### src/design/mem_pkg.sv
package mem_pkg;

    // Memory line, two instruction words
    localparam int unsigned line_bits = 64;
    typedef logic [line_bits-1:0] line_t;

    // Main memory geometry and timing
    localparam int unsigned mem_depth   = 256;   // Lines
    localparam int unsigned mem_latency = 3;     // Cycles from gnt to read data

    // Line index into main memory
    typedef logic [$clog2(mem_depth)-1:0] line_addr_t;

    // Direct-mapped icache, index plus tag covers a line address
    localparam int unsigned icache_lines      = 16;
    localparam int unsigned icache_index_bits = 4;
    localparam int unsigned icache_tag_bits   = 4;

endpackage

### src/design/mem_bus_if.sv
`timescale 1ns/1ps

// One requester's path to memory
interface mem_bus_if;
    import mem_pkg::*;

    logic       req;      // Level, held until rvalid
    logic       write;    // Store when high
    line_addr_t addr;
    line_t      wdata;
    logic       gnt;      // One-cycle pulse when taken
    line_t      rdata;
    logic       rvalid;   // One-cycle pulse, ends the transaction

    modport requester (
        output req, write, addr, wdata,
        input  gnt, rdata, rvalid
    );

    modport arbiter (
        input  req, write, addr, wdata,
        output gnt, rdata, rvalid
    );

endinterface

### src/design/mem_arbiter.sv
`timescale 1ns/1ps

module mem_arbiter (
    input  logic         clock,
    input  logic         reset,
    mem_bus_if.arbiter   icache_bus,
    mem_bus_if.arbiter   data_bus,
    mem_bus_if.requester mem_bus
);

    logic busy;     // Memory owned by a requester
    logic owner;    // 1 for data port, also last winner once idle
    logic pick;     // Winner if memory grants now
    logic sel;      // Requester routed to memory

    // Round-robin on ties, the loser of last time goes first
    always_comb begin
        if (icache_bus.req && data_bus.req) begin
            pick = ~owner;
        end else begin
            pick = data_bus.req;
        end
    end

    assign sel = busy ? owner : pick;

    // Request side
    assign mem_bus.req   = sel ? data_bus.req   : icache_bus.req;
    assign mem_bus.write = sel ? data_bus.write : icache_bus.write;
    assign mem_bus.addr  = sel ? data_bus.addr  : icache_bus.addr;
    assign mem_bus.wdata = sel ? data_bus.wdata : icache_bus.wdata;

    // Response side, only the owner sees it
    assign icache_bus.gnt    = mem_bus.gnt && !sel;
    assign data_bus.gnt      = mem_bus.gnt && sel;
    assign icache_bus.rvalid = busy && !owner && mem_bus.rvalid;
    assign data_bus.rvalid   = busy && owner && mem_bus.rvalid;
    assign icache_bus.rdata  = (busy && !owner) ? mem_bus.rdata : '0;
    assign data_bus.rdata    = (busy && owner) ? mem_bus.rdata : '0;

    always_ff @(posedge clock) begin
        if (reset) begin
            busy  <= 1'b0;
            owner <= 1'b1;          // Icache wins the first tie
        end else if (!busy) begin
            if (mem_bus.gnt) begin
                busy  <= 1'b1;
                owner <= pick;
            end
        end else if (mem_bus.rvalid) begin
            busy <= 1'b0;           // Idle again next cycle
        end
    end

endmodule

### src/flat_wrapper.sv
// flat-port wrapper written by rule: the top's interface ports become plain ports
module mem_arbiter_flat 
  (clock, reset, icache_bus_req, icache_bus_write, icache_bus_addr, icache_bus_wdata, icache_bus_gnt, icache_bus_rdata, icache_bus_rvalid, data_bus_req, data_bus_write, data_bus_addr, data_bus_wdata, data_bus_gnt, data_bus_rdata, data_bus_rvalid, mem_bus_req, mem_bus_write, mem_bus_addr, mem_bus_wdata, mem_bus_gnt, mem_bus_rdata, mem_bus_rvalid);
  mem_bus_if icache_bus_i ();
  mem_bus_if data_bus_i ();
  mem_bus_if mem_bus_i ();
  input  logic clock;
  input  logic reset;
  input wire logic [$bits(icache_bus_i.req)-1:0] icache_bus_req;
  input wire logic [$bits(icache_bus_i.write)-1:0] icache_bus_write;
  input wire logic [$bits(icache_bus_i.addr)-1:0] icache_bus_addr;
  input wire logic [$bits(icache_bus_i.wdata)-1:0] icache_bus_wdata;
  output wire logic [$bits(icache_bus_i.gnt)-1:0] icache_bus_gnt;
  output wire logic [$bits(icache_bus_i.rdata)-1:0] icache_bus_rdata;
  output wire logic [$bits(icache_bus_i.rvalid)-1:0] icache_bus_rvalid;
  input wire logic [$bits(data_bus_i.req)-1:0] data_bus_req;
  input wire logic [$bits(data_bus_i.write)-1:0] data_bus_write;
  input wire logic [$bits(data_bus_i.addr)-1:0] data_bus_addr;
  input wire logic [$bits(data_bus_i.wdata)-1:0] data_bus_wdata;
  output wire logic [$bits(data_bus_i.gnt)-1:0] data_bus_gnt;
  output wire logic [$bits(data_bus_i.rdata)-1:0] data_bus_rdata;
  output wire logic [$bits(data_bus_i.rvalid)-1:0] data_bus_rvalid;
  output wire logic [$bits(mem_bus_i.req)-1:0] mem_bus_req;
  output wire logic [$bits(mem_bus_i.write)-1:0] mem_bus_write;
  output wire logic [$bits(mem_bus_i.addr)-1:0] mem_bus_addr;
  output wire logic [$bits(mem_bus_i.wdata)-1:0] mem_bus_wdata;
  input wire logic [$bits(mem_bus_i.gnt)-1:0] mem_bus_gnt;
  input wire logic [$bits(mem_bus_i.rdata)-1:0] mem_bus_rdata;
  input wire logic [$bits(mem_bus_i.rvalid)-1:0] mem_bus_rvalid;
  assign icache_bus_i.req = icache_bus_req;
  assign icache_bus_i.write = icache_bus_write;
  assign icache_bus_i.addr = icache_bus_addr;
  assign icache_bus_i.wdata = icache_bus_wdata;
  assign icache_bus_gnt = icache_bus_i.gnt;
  assign icache_bus_rdata = icache_bus_i.rdata;
  assign icache_bus_rvalid = icache_bus_i.rvalid;
  assign data_bus_i.req = data_bus_req;
  assign data_bus_i.write = data_bus_write;
  assign data_bus_i.addr = data_bus_addr;
  assign data_bus_i.wdata = data_bus_wdata;
  assign data_bus_gnt = data_bus_i.gnt;
  assign data_bus_rdata = data_bus_i.rdata;
  assign data_bus_rvalid = data_bus_i.rvalid;
  assign mem_bus_req = mem_bus_i.req;
  assign mem_bus_write = mem_bus_i.write;
  assign mem_bus_addr = mem_bus_i.addr;
  assign mem_bus_wdata = mem_bus_i.wdata;
  assign mem_bus_i.gnt = mem_bus_gnt;
  assign mem_bus_i.rdata = mem_bus_rdata;
  assign mem_bus_i.rvalid = mem_bus_rvalid;
  mem_arbiter u_core (.clock(clock), .reset(reset), .icache_bus(icache_bus_i), .data_bus(data_bus_i), .mem_bus(mem_bus_i));
endmodule
### config.mk
export PLATFORM = sky130hd
export DESIGN_NAME = mem_arbiter_flat
export DESIGN_NICKNAME = d
export VERILOG_FILES = /design/src/design/mem_pkg.sv /design/src/design/mem_bus_if.sv /design/src/design/mem_arbiter.sv /design/src/flat_wrapper.sv
export SDC_FILE = /design/constraint.sdc
export NUM_CORES = 1
export LEC_CHECK = 0
export BUFFER_PORTS_ARGS = -buffer_cell sky130_fd_sc_hd__buf_4
export CAP_MARGIN = 20
export CORE_AREA = 4 4 162 164
export CTS_CLUSTER_SIZE = 14
export DETAILED_ROUTE_END_ITERATION = 16
export DIE_AREA = 0 0 166 168
export PLACE_DENSITY_LB_ADDON = 0.08
export REMOVE_ABC_BUFFERS = 1
export SYNTH_ARGS = -nofsm -noshare
export SYNTH_HDL_FRONTEND = slang
export SYNTH_SLANG_ARGS = --single-unit
### constraint.sdc
create_clock -name clock -period 1.6 [get_ports clock]
set_input_delay 0.08 -clock clock [delete_from_list [all_inputs] [get_ports clock]]
set_output_delay 0.08 -clock clock [all_outputs]
set_load 0.005 [all_outputs]
==> impl_metrics.env, run 1 <==
export IMPL_cts_hold_buf=0
export IMPL_worstSetupStartpointType="register"
export IMPL_finalCritPeriodShare_pct=106
export IMPL_total_power_uw=3450
export IMPL_place_congestion=0.845
export IMPL_drc=0
export IMPL_die_h_um=168
export IMPL_path_clk_slew_ns=0.03
export IMPL_critical_path_max_fanout=11
export IMPL_die_area_sq_um=27900
export IMPL_status="complete, but fails checks"
export IMPL_synth_edf_count=0
export IMPL_drtAntennaViolNets=0
export IMPL_finalMaxSlewViolations=0
export IMPL_via_count=5768
export IMPL_grt_pass1_wl_mm=38.6
export IMPL_start_util_pct=13.3
export IMPL_min_path_type="in2reg"
export IMPL_antenna_found_initial=4
export IMPL_dp_slack_ns=0.0679
export IMPL_core_area_sq_um=24900
export IMPL_grt_pass1_vias=5620
export IMPL_synth_ff_type="dfxtp_1"
export IMPL_io_pins=422
export IMPL_yosysUniqueCellTypes=20
export IMPL_numCtsBuffers=3
export IMPL_tns_ns=-5.17
export IMPL_post_drt_wl_per_cell_um=23.2
export IMPL_vdd_drop_max_v=0.000229
export IMPL_grt_usage_pct=17.8
export IMPL_drive_gt1_share_pct=59.1
export IMPL_ys_seq_area_share_pct=1.21
export IMPL_rows=58
export IMPL_grt_max_degree=81
export IMPL_clock_root_buffer="clkbuf_16"
export IMPL_slew_headroom_pct=78.4
export IMPL_final_cells=1256
export IMPL_synth_area_sq_um=3320
export IMPL_num_nets_final=1140
export IMPL_htree_num_levels=1
export IMPL_clock_fmax_mhz=591
export IMPL_async_reset_ff_share_pct=0
export IMPL_viasPerCell=4.59
export IMPL_netlist_top_cells_count="74 x a21oi_1, 73 x nor2_1, 73 x nor3b_1"
export IMPL_clockBufferDepth=2
export IMPL_hold_violations=0
export IMPL_synth_warning_count=0
export IMPL_dr_first_iter_drc_count=278
export IMPL_drt_wl_total_mm=29.2
export IMPL_synth_seq_cells=2
export IMPL_finalSetupViolations=73
export IMPL_die_width_um=166
export IMPL_worst_setup_path_end_kind="primary output"
export IMPL_skew_ns=0.00103
export IMPL_crit_type="reg2out"
export IMPL_syn_inst=510
export IMPL_ys_top_cells_by_area="nor3b_1 16%, o221a_1 16%, and3_1 12%, and2_1 12%, a21oi_1 11%"
export IMPL_clock_latency_ns=0.22
export IMPL_drt_pass1_iterations=5
export IMPL_tritoncts="yes"
export IMPL_cts_sinks=2
export IMPL_fin_area_sq_um=8270
export IMPL_crit_required_ns=1.52
export IMPL_worstPathArrival_ns=1.61
export IMPL_violations="setup timing"
export IMPL_finalCriticalPeriod_ns=1.69
export IMPL_numPortBuffers=421
export IMPL_powerDensity_nw_per_um2=416
export IMPL_tightest_slew_ns=0.324
export IMPL_dp_hpwl_mm=18.7
export IMPL_worst_slack_ns=-0.0927
export IMPL_synth_top_area_share_pct=16.5
export IMPL_syn2layout_area_growth_pct=149
export IMPL_synth_most_common_cell="a21oi_1"
export IMPL_place_area_sq_um=6820
export IMPL_grt_overflow=0
export IMPL_synth_top_area_cell="nor3b_1"
export IMPL_rsz0062_at_grt="yes"
export IMPL_dp_cells=1205
export IMPL_p_leak_uw=0.00394
export IMPL_avgSynthCellArea_sq_um=6.51
export IMPL_max_cap_violations=0
cells by family (layout without fill, tap and decap cells):
kind of cell / after synthesis / count (layout) / share of synthesized area (%)
flip-flops: 2 / 2 / 1.21
other: 0 / 4 / 0
AO/OA/AOI/OAI: 152 / 152 / 37.1
multiplexers: 1 / 1 / 0.301
AND/OR/NAND/NOR: 285 / 285 / 50.9
buffers and inverters: 70 / 482 / 10.5
per-layer routing:
metal / GRT usage (%) / up-vias / share of wire (%)
met3: 4.09 / 26 / 6.2
met2: 33.9 / 268 / 53
li1: - / 2764 / -
met4: 5.52 / 0 / 2.3
met5: 0 / - / 0
met1: 19.4 / 2710 / 38
report_power, final:
group	switching, uW	internal, uW
clock network	59.3	318
logic	1240	1770
registers	9.08	54.1
total	1300	2140
worst paths after layout:
path	endpoint	slack, ns	from	depth (start not counted)
hold reg to reg	u_core.owner	0.76	u_core.owner	4
setup / recovery	mem_bus_wdata[3]	-0.09	u_core.owner	6
setup reg to reg	u_core.owner	0.28	u_core.busy	4
hold / removal	u_core.busy	0.03	reset	2
what timing repair did:
action / 4_1_cts / 5_1_grt
endpoints found under the setup margin: 141 / 141
resized for setup: 72 / 48
gates cloned: 15 / 13
pin swaps: 1 / 25
setup buffers: 9 / 7
area by class of cell:
cell class / instances / area [sq um]
multi-input combinational: 438 / 3240
antenna: 4 / 10.0
sequential: 2 / 47.5
clock buffer: 3 / 75.1
tap: 330 / 413
timing repair buffer: 479 / 4490
fill: 2703 / 16600
critical path, cell delays in order, from the launching register on:
cell,delay (ns)
dfxtp_4,0.36
a21boi_2,0.06
or2_4,0.26
buf_12,0.16
buf_12,0.15
o221a_2,0.27
buf_4,0.13
sequential cells by signal (all words and copies together) (netlist names):
register	cells
u_core.busy	1
u_core.owner	1
placed cells by master, fill, tap and decap left out, drive strengths merged, types with 4 or more instances in the layout:
master and n:
a21oi 74, and2 65, and3 66, buf 467, clkbuf 13, diode 4
nand2b 4, nor2 73, nor3b 73, o221a 73
through the flow:
stage	utilization [%]	hold slack, ns
floorplan	-	0.149
global placement	27.4	0.252
detailed placement	27.4	0.256
CTS	31.0	0.0318
global route	33.2	0.0393
finish	33.2	0.0340
Power figures use the tool's default switching activity.
==> run 2, diff against run 1 <==
- ABC_AREA: default -> 1
- TNS_END_PERCENT: default -> 10
==> impl_metrics.env, run 2 <==
export IMPL_status="finished, final reports clean"
export IMPL_total_power_uw=2290
export IMPL_core_area_sq_um=24900
export IMPL_worstPathArrival_ns=1.45
export IMPL_avgSynthCellArea_sq_um=4.22
export IMPL_die_h_um=168
export IMPL_num_antenna_cells=0
export IMPL_num_nets_final=1093
export IMPL_synth_area_sq_um=1990
export IMPL_nFillCells=2911
export IMPL_layout_common_cells="423 x buf_4, 152 x nand2_1, 131 x nor2_1"
export IMPL_finalCriticalPeriod_ns=1.53
export IMPL_clockBufferDepth=2
export IMPL_dp_slack_ns=0.202
export IMPL_synth_most_common_cell="nand2_1"
export IMPL_via_count=4338
export IMPL_path_cells="inv_2, nand3_4, buf_12, clkbuf_16, nand3_1, nand2_1, buf_4"
export IMPL_drc=0
export IMPL_p_int_uw=1410
export IMPL_drt_wl_total_mm=19.4
export IMPL_grt_overflow=0
export IMPL_grt_pass1_vias=4413
export IMPL_synth_seq_cells=2
export IMPL_tns_ns=0
export IMPL_synth_ff_type="dfxtp_1"
export IMPL_async_reset_ff_share_pct=0
export IMPL_worst_setup_path_end_kind="primary output"
export IMPL_dp_cells=1194
export IMPL_drt_pass1_iterations=4
export IMPL_gr_max_usage_layer="met2"
export IMPL_place_congestion=0.803
export IMPL_path_clk_slew_ns=0.03
export IMPL_p_leak_uw=0.00362
export IMPL_numCtsBuffers=3
export IMPL_rows=58
export IMPL_min_path_type="in2reg"
export IMPL_netlist_top_cells_count="155 x nand2_1, 132 x nor2_1, 73 x nand3_1"
export IMPL_hold_violations=0
export IMPL_finalSetupViolations=0
export IMPL_crit_buf_inv=4
export IMPL_synth_top_area_share_pct=29.2
export IMPL_final_core_util_pct=23.2
export IMPL_multi_input_area_sq_um=1510
export IMPL_met2_usage_pct=22.7
export IMPL_slowest_delay_ns=0.33
export IMPL_crit_type="reg2out"
export IMPL_viasPerCell=3.60
export IMPL_critical_path_max_fanout=30
export IMPL_reg_top3="u_core.busy x1, u_core.owner x1"
export IMPL_synth_warning_count=0
export IMPL_worst_slack_ns=0.0683
export IMPL_pwr_share_seq_pct=2.7
export IMPL_critPathSlowestCell="dfxtp_2"
export IMPL_pwr_share_comb_pct=80.9
export IMPL_htree_num_levels=1
export IMPL_finalMaxSlewViolations=0
export IMPL_met3_usage_pct=4.34
export IMPL_synth_top_area_cell="nand2_1"
export IMPL_max_cap_violations=0
export IMPL_ys_top_cells_by_area="nand2_1 29%, nor2_1 25%, nand3_1 18%, inv_1 12%, buf_2 5.5%"
export IMPL_powerDensity_nw_per_um2=397
export IMPL_die_width_um=166
export IMPL_grt_usage_pct=11.8
export IMPL_dr_first_iter_drc_count=124
export IMPL_post_drt_wl_per_cell_um=16.1
export IMPL_final_common_cell="buf_4"
export IMPL_antenna_found_initial=1
export IMPL_clock_latency_ns=0.22
export IMPL_tritoncts="yes"
export IMPL_finalCritPeriodShare_pct=95.7
export IMPL_rsz0062_at_grt="no"
export IMPL_slew_headroom_pct=74.8
export IMPL_vdd_drop_max_v=0.000191
export IMPL_grt_pass1_wl_mm=26.4
export IMPL_crit_required_ns=1.52
export IMPL_clock_root_buffer="clkbuf_16"
export IMPL_drive_gt1_share_pct=51.3
export IMPL_numPortBuffers=421
export IMPL_synth_edf_count=0
export IMPL_start_util_pct=8.01
export IMPL_skew_ns=0.0000599
export IMPL_yosysUniqueCellTypes=14
export IMPL_swShare_pct=38.2
export IMPL_tightest_slew_ns=0.378
export IMPL_worstSetupStartpointType="register"
export IMPL_seq_area_sq_um=42.5
export IMPL_clock_power_share_pct=16.4
export IMPL_die_area_sq_um=27900
export IMPL_drtAntennaViolNets=0
export IMPL_cts_sinks=2
export IMPL_clock_fmax_mhz=653
export IMPL_grt_use_met1_pct=12.7
export IMPL_grt_max_degree=79
export IMPL_io_pins=422
export IMPL_p_sw_uw=876
export IMPL_syn2layout_area_growth_pct=189
export IMPL_cpLargestDelayFamily="buffers and inverters"
export IMPL_ys_seq_area_share_pct=2.01
export IMPL_dp_hpwl_mm=15.3
export IMPL_syn_inst=473
export IMPL_cts_hold_buf=0
export IMPL_final_cells=1205
[run 2: cell types whose count changed after synthesis, moves of 3 or more]
| cell | before | now |
|---|---|---|
| nand2_1 | 0 | 155 |
| nand3_1 | 0 | 73 |
| nor3b_1 | 73 | 0 |
| a21oi_1 | 74 | 3 |
| and3_1 | 66 | 0 |
| inv_1 | 0 | 66 |
| and2_1 | 65 | 0 |
| nor2_1 | 73 | 132 |
| o221a_1 | 48 | 0 |
| clkbuf_1 | 38 | 6 |
| o221a_2 | 25 | 0 |
| nand2b_1 | 4 | 0 |
| nor2b_1 | 3 | 0 |
[run 2: area by class of cell]
type                    instances  area share (%)
repair buffers                437            60.1
multi-input cells             365            26.2
well taps                     330            7.16
inverters                      68            4.47
clock buffers                   3            1.30
flip-flops and latches          2           0.738
[run 2: final timing paths]
kind               start           endpoint  slack (ns)  cells after the start
max reg2reg  u_core.busy       u_core.owner        0.76                      4
min                reset        u_core.busy        0.03                      2
min reg2reg  u_core.busy        u_core.busy        0.49                      2
max          u_core.busy  mem_bus_wdata[12]        0.07                      7
[run 2: routing by layer]
layer | vias up | share of wire [%]
li1 | 2198 | -
met1 | 1854 | 37
met2 | 265 | 51
met3 | 19 | 10
met4 | 2 | 1.6
met5 | - | 0.067
[run 2: power groups by stage]
stage / logic [uW] / registers (uW) / clock network (uW)
finish: 1850 / 61.7 / 375
global route: 2050 / 62.4 / 385
CTS: 1750 / 61.0 / 380
detailed placement: 1740 / 60.7 / 0
global placement: 1760 / 60.5 / 0
floorplan: 571 / 58.0 / 0
[run 2: worst register-to-register path, delay by kind of cell (launching register included)]
kind | cells | cell delay [ns]
AND/OR/NAND/NOR | 1 | 0.09
AO/OA/AOI/OAI | 2 | 0.21
buffers and inverters | 1 | 0.10
flip-flops | 1 | 0.33
[run 2: repair_timing]
| action | in CTS | in global routing |
|---|---|---|
| cloned | 0 | 7 |
| endpoints found under the setup margin | 2 | 56 |
| pin swaps | 0 | 2 |
| resized for setup | 2 | 10 |
| setup buffers | 0 | 1 |
[run 2: kinds of logic after synthesis]
kind of cell           Yosys count  synth area share, %
and+or+nand+nor                361                 72.8
DFF                              2                 2.01
AOI/OAI and AO/OA                4                 1.00
buffers and inverters          106                 24.2
[run 2: per-stage QoR]
stage	area, sq um	hold WS [ns]
2_1_floorplan	1770	0.149
3_3_place_gp	5470	0.258
3_5_place_dp	5470	0.261
4_1_cts	5550	0.0256
5_1_grt	5760	0.0430
6_report	5760	0.0258
==> run 3, diff against run 2 <==
- ABC_AREA: 1 -> 0
==> impl_metrics.env, run 3 (synthesis results as in run 1) <==
export IMPL_status="complete, but fails checks"
export IMPL_violations="setup timing"
export IMPL_place_area_sq_um=6820
export IMPL_r2r_end="u_core.owner"
export IMPL_skew_ns=0.000948
export IMPL_multi_input_area_sq_um=3180
export IMPL_finalMaxSlewViolations=0
export IMPL_core_area_sq_um=24900
export IMPL_die_width_um=166
export IMPL_min_path_type="in2reg"
export IMPL_finalCritPeriodShare_pct=106
export IMPL_fin_area_sq_um=7960
export IMPL_syn2layout_area_growth_pct=140
export IMPL_critPathSlowestCell="dfxtp_4"
export IMPL_place_congestion=0.845
export IMPL_vdd_drop_max_v=0.000222
export IMPL_num_nets_final=1129
export IMPL_io_pins=422
export IMPL_grt_overflow=0
export IMPL_r2r_slack_ns=0.29
export IMPL_dp_hpwl_mm=18.7
export IMPL_finalSetupViolations=74
export IMPL_min_delay_start="reset"
export IMPL_rsz0062_at_grt="yes"
export IMPL_critical_path_max_fanout=11
export IMPL_clockBufferDepth=2
export IMPL_layout_common_cells="401 x buf_4, 74 x a21oi_1, 73 x nor2_1"
export IMPL_start_util_pct=13.3
export IMPL_worst_slack_ns=-0.0982
export IMPL_grt_pass1_vias=5549
export IMPL_die_h_um=168
export IMPL_numPortBuffers=421
export IMPL_worstSetupStartpointType="register"
export IMPL_grt_usage_pct=17.4
export IMPL_path_cells="buf_12, buf_16, o21ai_4, buf_12, clkbuf_16, o221a_2, buf_6"
export IMPL_hold_end="u_core.busy"
export IMPL_drc=0
export IMPL_numCtsBuffers=3
export IMPL_path_clk_slew_ns=0.03
export IMPL_slew_headroom_pct=78.5
export IMPL_tightest_slew_ns=0.322
export IMPL_drt_pass1_iterations=4
export IMPL_cp_common_cell="buf_12"
export IMPL_cpLargestDelayFamily="buffers and inverters"
export IMPL_reg_top3="u_core.busy x1, u_core.owner x1"
export IMPL_crit_type="reg2out"
export IMPL_die_area_sq_um=27900
export IMPL_worstPathArrival_ns=1.62
export IMPL_nFillCells=2721
export IMPL_r2r_start="u_core.busy"
export IMPL_crit_required_ns=1.52
export IMPL_tritoncts="yes"
export IMPL_rr_worst_depth=4
export IMPL_p_leak_uw=0.00380
export IMPL_seq_area_sq_um=47.5
export IMPL_rows=58
export IMPL_max_cap_violations=0
export IMPL_grt_pass1_wl_mm=37.7
export IMPL_tns_ns=-5.27
export IMPL_drt_wl_total_mm=28.0
export IMPL_min_path_cells=2
export IMPL_cts_sinks=2
export IMPL_crit_buf_inv=5
export IMPL_grt_max_degree=81
export IMPL_clock_root_buffer="clkbuf_16"
export IMPL_hold_violations=0
export IMPL_via_count=5677
export IMPL_clock_fmax_mhz=589
export IMPL_worst_setup_path_end_kind="primary output"
export IMPL_antenna_found_initial=4
export IMPL_drive_gt1_share_pct=57.6
export IMPL_clock_latency_ns=0.22
export IMPL_drtAntennaViolNets=0
export IMPL_powerDensity_nw_per_um2=413
export IMPL_dr_first_iter_drc_count=306
export IMPL_slowest_delay_ns=0.36
export IMPL_post_drt_wl_per_cell_um=22.5
export IMPL_htree_num_levels=1
export IMPL_final_common_cell="buf_4"
export IMPL_viasPerCell=4.56
export IMPL_cts_hold_buf=0
export IMPL_finalCriticalPeriod_ns=1.70
run 3: worst max-delay path by stage:
stage	start	end	slack, ns	cells after the start
2_1_floorplan	u_core.owner	mem_bus_addr[6]	-4.43	2
3_3_place_gp	u_core.owner	mem_bus_wdata[57]	0.07	5
3_5_place_dp	u_core.owner	mem_bus_wdata[57]	0.07	5
4_1_cts	u_core.owner	mem_bus_wdata[4]	-0.11	6
5_1_grt	u_core.busy	mem_bus_addr[2]	-0.14	5
6_report	u_core.owner	mem_bus_wdata[20]	-0.1	7
run 3: area by class of cell:
cell class,instances,area share [%]
diodes,4,0.126
multi-input cells,438,40.0
well taps,330,5.19
repair buffers,468,53.2
flip-flops and latches,2,0.597
clock buffers,3,0.943
run 3: power by group:
| part | leakage, uW | internal, uW | switching, uW |
|---|---|---|---|
| Sequential | 0.0000173 | 54.1 | 10.2 |
| Combinational | 0.00374 | 1670 | 1180 |
| Clock | 0.0000370 | 318 | 58.9 |
run 3: worst reg2reg max path: stages (launching register included):
cell	delay, ns
dfxtp_4	0.42
buf_12	0.29
nand2b_1	0.21
mux2i_1	0.21
nand2b_1	0.07
run 3: timing repair:
action                                  CTS  global route
pin swaps                                 5            28
buffers inserted                          6             6
endpoints found under the setup margin  141           119
hold endpoints to repair                  0             0
gates resized for setup                  57            32
cloned                                   12             9
run 3: per-stage QoR:
step	utilization [%]	cells	power [uW]	hold slack, ns	worst slack (ns)
global placement	27.4	1205	2330	0.252	0.0734
CTS	30.3	1226	3100	0.0318	-0.113
floorplan	-	440	888	0.149	-4.43
detailed placement	27.4	1205	2310	0.256	0.0679
global route	32.0	1245	3490	0.0392	-0.142
finish	32.0	1245	3290	0.0342	-0.0982
run 3: layer usage:
metal	routed length [um]	track usage (%)
met1	10800	19.2
met2	14700	33.0
met3	1770	3.94
met4	714	5.34
met5	0	0
